**src/rtl/wb_soc_pkg.sv**
```systemverilog
// Bus widths, address map and types shared by every block of the memory subsystem and its testbench
package wb_soc_pkg;

    // Bus geometry
    localparam int BUS_ADDR_WIDTH = 10;              // Word address
    localparam int BUS_DATA_WIDTH = 32;
    localparam int BUS_SEL_WIDTH  = 4;               // One bit per byte lane

    // RAM geometry
    localparam int RAM_ADDR_WIDTH = 8;
    localparam int RAM_DEPTH      = 2 ** RAM_ADDR_WIDTH;  // 256 words
    localparam bit CLEAR_RAM_ON_RESET = 1'b1;        // Zero the array while RESET_MEM is high

    localparam int GPIO_WIDTH = 32;

    // Address map
    localparam int REGION_BIT    = BUS_ADDR_WIDTH - 1;  // 0 selects RAM, 1 selects GPIO
    localparam int GPIO_REG_BITS = 2;                   // Register index in the low bits

    typedef logic [BUS_ADDR_WIDTH-1:0] bus_adr_t;
    typedef logic [BUS_DATA_WIDTH-1:0] bus_dat_t;
    typedef logic [BUS_SEL_WIDTH-1:0]  bus_sel_t;
    typedef logic [RAM_ADDR_WIDTH-1:0] ram_adr_t;
    typedef logic [GPIO_WIDTH-1:0]     gpio_t;
    typedef logic [GPIO_REG_BITS-1:0]  gpio_reg_t;

    // GPIO register indices, index 3 left unmapped
    localparam gpio_reg_t GPIO_REG_OUT    = 2'd0;
    localparam gpio_reg_t GPIO_REG_IN     = 2'd1;
    localparam gpio_reg_t GPIO_REG_TOGGLE = 2'd2;

    // Widen a byte select into a bit mask over the data word
    function automatic bus_dat_t sel_to_mask(input bus_sel_t sel);
        bus_dat_t mask;
        for (int lane = 0; lane < BUS_SEL_WIDTH; lane++) begin
            mask[lane*8 +: 8] = {8{sel[lane]}};
        end
        return mask;
    endfunction

endpackage

```
**src/rtl/wb_if.sv**
```systemverilog
// Wishbone single-cycle link from the address decoder to one slave, instantiated once per slave
interface wb_if
    import wb_soc_pkg::*;
();

    // Request, driven by the master
    logic     cyc;
    logic     stb;
    logic     we;
    bus_sel_t sel;
    bus_adr_t adr;
    bus_dat_t dat_w;

    // Response, driven by the slave
    bus_dat_t dat_r;   // Zero unless a read is answered
    logic     ack;     // One-cycle pulse
    logic     err;

    modport master (
        output cyc,
        output stb,
        output we,
        output sel,
        output adr,
        output dat_w,
        input  dat_r,
        input  ack,
        input  err
    );

    modport slave (
        input  cyc,
        input  stb,
        input  we,
        input  sel,
        input  adr,
        input  dat_w,
        output dat_r,
        output ack,
        output err
    );

endinterface

```
**src/rtl/wb_decoder.sv**
```systemverilog
// Wishbone address decoder between the external master and the RAM and GPIO slaves
module wb_decoder
    import wb_soc_pkg::*;
(
    input  logic     clk_i,
    input  logic     RESET_MEM,   // Synchronous, active high
    input  logic     cyc_i,
    input  logic     stb_i,
    input  logic     we_i,
    input  bus_sel_t sel_i,
    input  bus_adr_t adr_i,
    input  bus_dat_t dat_i,
    output bus_dat_t dat_o,
    output logic     ack_o,
    output logic     err_o,
    wb_if.master     ram_bus,
    wb_if.master     gpio_bus
);

    logic      req;
    logic      ram_hit;
    logic      gpio_hit;
    logic      gpio_page;   // Bits 8 to 2 all zero
    gpio_reg_t gpio_reg;
    logic      err_q;

    assign req       = cyc_i && stb_i;
    assign gpio_reg  = adr_i[GPIO_REG_BITS-1:0];
    assign gpio_page = (adr_i[REGION_BIT-1:GPIO_REG_BITS] == '0);

    // Region decode
    assign ram_hit  = !adr_i[REGION_BIT];
    assign gpio_hit = adr_i[REGION_BIT] && gpio_page
                      && (gpio_reg inside {GPIO_REG_OUT, GPIO_REG_IN, GPIO_REG_TOGGLE});

    // RAM request, strobe gated by decode
    assign ram_bus.cyc   = cyc_i;
    assign ram_bus.stb   = stb_i && ram_hit;
    assign ram_bus.we    = we_i;
    assign ram_bus.sel   = sel_i;
    assign ram_bus.adr   = adr_i;
    assign ram_bus.dat_w = dat_i;

    // GPIO request
    assign gpio_bus.cyc   = cyc_i;
    assign gpio_bus.stb   = stb_i && gpio_hit;
    assign gpio_bus.we    = we_i;
    assign gpio_bus.sel   = sel_i;
    assign gpio_bus.adr   = adr_i;
    assign gpio_bus.dat_w = dat_i;

    // Unmapped access answered with err after one cycle, same as a slave
    always_ff @(posedge clk_i) begin
        if (RESET_MEM) begin
            err_q <= 1'b0;
        end else begin
            err_q <= req && !ram_hit && !gpio_hit;
        end
    end

    // Idle slaves return zero, so a plain OR merges the responses
    assign dat_o = ram_bus.dat_r | gpio_bus.dat_r;
    assign ack_o = ram_bus.ack | gpio_bus.ack;
    assign err_o = err_q | ram_bus.err | gpio_bus.err;

endmodule

```
**src/flat_wrapper.sv**
```systemverilog
// flat-port wrapper written by rule: the top's interface ports become plain ports
module wb_decoder_flat import wb_soc_pkg::*;
  (clk_i, RESET_MEM, cyc_i, stb_i, we_i, sel_i, adr_i, dat_i, dat_o, ack_o, err_o, ram_bus_cyc, ram_bus_stb, ram_bus_we, ram_bus_sel, ram_bus_adr, ram_bus_dat_w, ram_bus_dat_r, ram_bus_ack, ram_bus_err, gpio_bus_cyc, gpio_bus_stb, gpio_bus_we, gpio_bus_sel, gpio_bus_adr, gpio_bus_dat_w, gpio_bus_dat_r, gpio_bus_ack, gpio_bus_err);
  wb_if ram_bus_i ();
  wb_if gpio_bus_i ();
  input  logic clk_i;
  input  logic RESET_MEM;
  input  logic cyc_i;
  input  logic stb_i;
  input  logic we_i;
  input  bus_sel_t sel_i;
  input  bus_adr_t adr_i;
  input  bus_dat_t dat_i;
  output bus_dat_t dat_o;
  output logic ack_o;
  output logic err_o;
  output wire logic [$bits(ram_bus_i.cyc)-1:0] ram_bus_cyc;
  output wire logic [$bits(ram_bus_i.stb)-1:0] ram_bus_stb;
  output wire logic [$bits(ram_bus_i.we)-1:0] ram_bus_we;
  output wire logic [$bits(ram_bus_i.sel)-1:0] ram_bus_sel;
  output wire logic [$bits(ram_bus_i.adr)-1:0] ram_bus_adr;
  output wire logic [$bits(ram_bus_i.dat_w)-1:0] ram_bus_dat_w;
  input wire logic [$bits(ram_bus_i.dat_r)-1:0] ram_bus_dat_r;
  input wire logic [$bits(ram_bus_i.ack)-1:0] ram_bus_ack;
  input wire logic [$bits(ram_bus_i.err)-1:0] ram_bus_err;
  output wire logic [$bits(gpio_bus_i.cyc)-1:0] gpio_bus_cyc;
  output wire logic [$bits(gpio_bus_i.stb)-1:0] gpio_bus_stb;
  output wire logic [$bits(gpio_bus_i.we)-1:0] gpio_bus_we;
  output wire logic [$bits(gpio_bus_i.sel)-1:0] gpio_bus_sel;
  output wire logic [$bits(gpio_bus_i.adr)-1:0] gpio_bus_adr;
  output wire logic [$bits(gpio_bus_i.dat_w)-1:0] gpio_bus_dat_w;
  input wire logic [$bits(gpio_bus_i.dat_r)-1:0] gpio_bus_dat_r;
  input wire logic [$bits(gpio_bus_i.ack)-1:0] gpio_bus_ack;
  input wire logic [$bits(gpio_bus_i.err)-1:0] gpio_bus_err;
  assign ram_bus_cyc = ram_bus_i.cyc;
  assign ram_bus_stb = ram_bus_i.stb;
  assign ram_bus_we = ram_bus_i.we;
  assign ram_bus_sel = ram_bus_i.sel;
  assign ram_bus_adr = ram_bus_i.adr;
  assign ram_bus_dat_w = ram_bus_i.dat_w;
  assign ram_bus_i.dat_r = ram_bus_dat_r;
  assign ram_bus_i.ack = ram_bus_ack;
  assign ram_bus_i.err = ram_bus_err;
  assign gpio_bus_cyc = gpio_bus_i.cyc;
  assign gpio_bus_stb = gpio_bus_i.stb;
  assign gpio_bus_we = gpio_bus_i.we;
  assign gpio_bus_sel = gpio_bus_i.sel;
  assign gpio_bus_adr = gpio_bus_i.adr;
  assign gpio_bus_dat_w = gpio_bus_i.dat_w;
  assign gpio_bus_i.dat_r = gpio_bus_dat_r;
  assign gpio_bus_i.ack = gpio_bus_ack;
  assign gpio_bus_i.err = gpio_bus_err;
  wb_decoder u_core (.clk_i(clk_i), .RESET_MEM(RESET_MEM), .cyc_i(cyc_i), .stb_i(stb_i), .we_i(we_i), .sel_i(sel_i), .adr_i(adr_i), .dat_i(dat_i), .dat_o(dat_o), .ack_o(ack_o), .err_o(err_o), .ram_bus(ram_bus_i), .gpio_bus(gpio_bus_i));
endmodule
```
**config.mk**
```make
export PLATFORM = sky130hd
export DESIGN_NAME = wb_decoder_flat
export DESIGN_NICKNAME = d
export VERILOG_FILES = /design/src/rtl/wb_soc_pkg.sv /design/src/rtl/wb_if.sv /design/src/rtl/wb_decoder.sv /design/src/flat_wrapper.sv
export SDC_FILE = /design/constraint.sdc
export NUM_CORES = 1
export LEC_CHECK = 0
export BUFFER_PORTS_ARGS = -buffer_cell sky130_fd_sc_hd__buf_2
export CORE_AREA = 2 2 97 99
export CTS_CLUSTER_SIZE = 8
export DETAILED_ROUTE_END_ITERATION = 8
export DIE_AREA = 0 0 99 101
export HOLD_SLACK_MARGIN = 0.15
export PLACE_DENSITY = 0.48
export SYNTH_ARGS = -nofsm -noshare
export SYNTH_HDL_FRONTEND = slang
export SYNTH_SLANG_ARGS = --single-unit
```
**constraint.sdc**
```tcl
create_clock -name clk_i -period 0.94 [get_ports clk_i]
set_input_delay 0.047 -clock clk_i [delete_from_list [all_inputs] [get_ports clk_i]]
set_output_delay 0.047 -clock clk_i [all_outputs]
set_load 0.02 [all_outputs]
```
==> impl_summary.md <==
Outcome
The run finished with clean final reports.

Synth
The Yosys step of the flow raised 0 warnings. The most instantiated flip-flop cell in the synthesis netlist is dfxtp_1. The share of the synthesized area in the top cell type is 0.713. In this run, distinct cell masters in the synthesized netlist total 11.

The sequential area share after synthesis is 0.0198. Counting flops with a built-in enable in the synthesized netlist gives 0. By count the netlist is led by buf_4, or2_2, nand2_1, nor2_1.

The synthesized netlist occupies a cell area of 0.00101 mm². The cell type contributing the most total cell area after synthesis is buf_4. The dominant cell by count in the synthesized netlist is buf_4. Averaged over all synthesized cells, the footprint is 7.22 µm².

When the netlist entered floorplanning its net count stood at 259. Yosys attributes the largest share of cell area to buf_4, or2_2, dfxtp_1. Of all flip-flops after synthesis, the portion carrying an async set or reset was 0. Synthesis produced a netlist whose cell count is 140. The register bit total from synthesis is 1.

Layout
The largest registers in the layout are u_core.err_q (1). The total area of multi-input combinational cells is 298 µm². Registers take 20.0 µm².

The layout cell share with drive strength beyond 1 is 0.802. For this run, the number of standard cells in the final layout without fillers is 333. The number of flip-flops under the largest register name is 1. The antenna diode count is 0. The area growth from synthesis to layout is 55.0%. The total number of nets in the final design is 343. Ranked by flip-flop count, first place goes to u_core.err_q. The number of fill cells is 1024.

GRT
The number of global-route vias before repair is 851. The first-pass GRT wire length is 3.28 mm. The overall overflow remaining after global route is 0. The initial antenna violation count is 0. Entering global routing, the biggest net connects 6 pins.

The combined global-route utilization of all metal layers is 0.0383.

Setup path
The highest-delay cell along the critical path is dlygate4sd3_1. The type of destination of the critical path is an output pin. The data arrival time at the worst-slack endpoint is 0.86 ns. The longest individual stage delay on the worst path is 0.81 ns.

Along the worst path, the maximum fanout reaches 2. The worst setup path is launched from an input pin. The data required time at the worst endpoint is 0.89 ns. The category of cells accounting for the largest share of critical-path delay is buffers and inverters.

The startpoint-to-endpoint class of the critical path is in2out. Traced cell by cell, the critical path runs through dlygate4sd3_1. The most critical setup path has its startpoint at dat_i[10]. Counting both buffers and inverters, the worst setup path holds a total of 1.

Timing
The number of setup violations in the final report is 0. Setup repair after global routing could not meet its margin everywhere. The number of slew-limit violations in the final report is 0. In this run the tightest slew margin relative to its limit is 0.706. The count of final hold-check violations was 0. Hold timing on the final database bottoms out at a slack of 0.332 ns. Across all setup checks in the final design, the least slack found is 0.0370 ns. The slew at the pin closest to its max-slew limit is 0.439 ns. Of the available clock period, the critical path in the final layout requires 0.961. The worst path in the final design needs a cycle of 0.903 ns, including I/O delays and setup. The final-layout setup total negative slack is 0 ns. Based on the critical path, the design can be clocked at up to 1.11 GHz.

Floorplanning
For this configuration, the core starts out at a cell density of 0.113. The die area is 0.0100 mm². The floorplan step set the die height to 101 µm. The number of I/O pins is 251.

The floorplan has 35 rows. The horizontal extent of the die is 99 µm. The core outline area is 0.00898 mm².

Job
The tool flagged a number of max-cap violations equal to 0.

Route
After the first detailed-routing iteration, the DRC count stood at 3. In the final routed layout, each cell accounts on average for 8.65 µm. Summed over all layers, the routed wires come to 2.88 mm. The number of antenna-violating nets in the routed design is 0. Dividing the detail-routed via count by the number of cells gives 3.23.

In the routed design, unresolved DRC markers number 0. The number of optimization iterations in the first detailed-route pass is 4. The via count of the routed design is 1077.

Placement
In this run, placement finished with an instance count of 296. The number of input and output port buffers inserted is 139. The congestion estimate from routability-driven global placement came to 0.651. The half-perimeter wire length after detailed placement is 2.22 mm. The worst setup slack after placement is -0.214 ns.

Power and ir drop
For this design the static power due to leakage is 0.813 nW. The worst ir drop on vdd is 0.145 mV. The areal power density over the cells is 620 mW/mm².

Hold path
In this run the most critical hold path is launched from adr_i[8]. The path class of the tightest hold or removal check is in2out.
report_power, final:
part / total (mW) / switching (mW) / internal [mW]
logic: 0.927 / 0.550 / 0.376
registers: 0.0446 / 0.000167 / 0.0444
clock network: 0 / 0 / 0
cell usage in the layout (no fill, tap or decap), drive strengths merged:
cell type	synthesis	layout
buf	96	141
nand3	1	1
nor4	1	1
inv	1	1
nor4b	1	1
or2	33	33
nor2	2	2
and4bb	1	1
nand2	2	2
or3	1	1
dfxtp	1	1
dlygate4sd3	0	37
final cells by class:
type,count,share of cell area
Timing Repair Buffer,178,0.706
Multi-Input combinational cell,42,0.190
Inverter,1,0.00240
Sequential cell,1,0.0128
Tap cell,111,0.0887
logic make-up (layout without fill, tap and decap cells):
| logic type | after synthesis | after routing | synth area share |
|---|---|---|---|
| buf+inv | 97 | 179 | 0.717 |
| flops | 1 | 1 | 0.0198 |
| simple gates | 42 | 42 | 0.264 |
final timing paths:
| kind | endpoint | slack (ns) | cells past startpoint |
|---|---|---|---|
| min | ram_bus_adr[8] | 0.33 | 2 |
| max | ram_bus_dat_w[10] | 0.04 | 1 |
repair_timing:
item,CTS,global route
hold buffers,37,0
buffers inserted,1,0
gates resized for setup,8,4
setup endpoints to repair,2,2
pin swaps,3,3
endpoints found under the hold margin,74,0
layer usage:
metal	vias to the layer above	global-route usage	part of all wire
li1	495	-	-
met1	451	0.0240	0.22
met2	131	0.0998	0.61
met3	0	0.00763	0.17
met4	0	0.00421	0
met5	-	0	0
through the flow:
stage / power (mW) / utilization / cell area (µm²)
2_1_floorplan: 0.823 / - / 1010
3_3_place_gp: 0.574 / 0.127 / 1140
3_5_place_dp: 0.580 / 0.127 / 1140
4_1_cts: 0.974 / 0.173 / 1560
5_1_grt: 1.03 / 0.174 / 1570
6_report: 0.971 / 0.174 / 1570
Note: power is estimated with default switching activity, not from simulation.
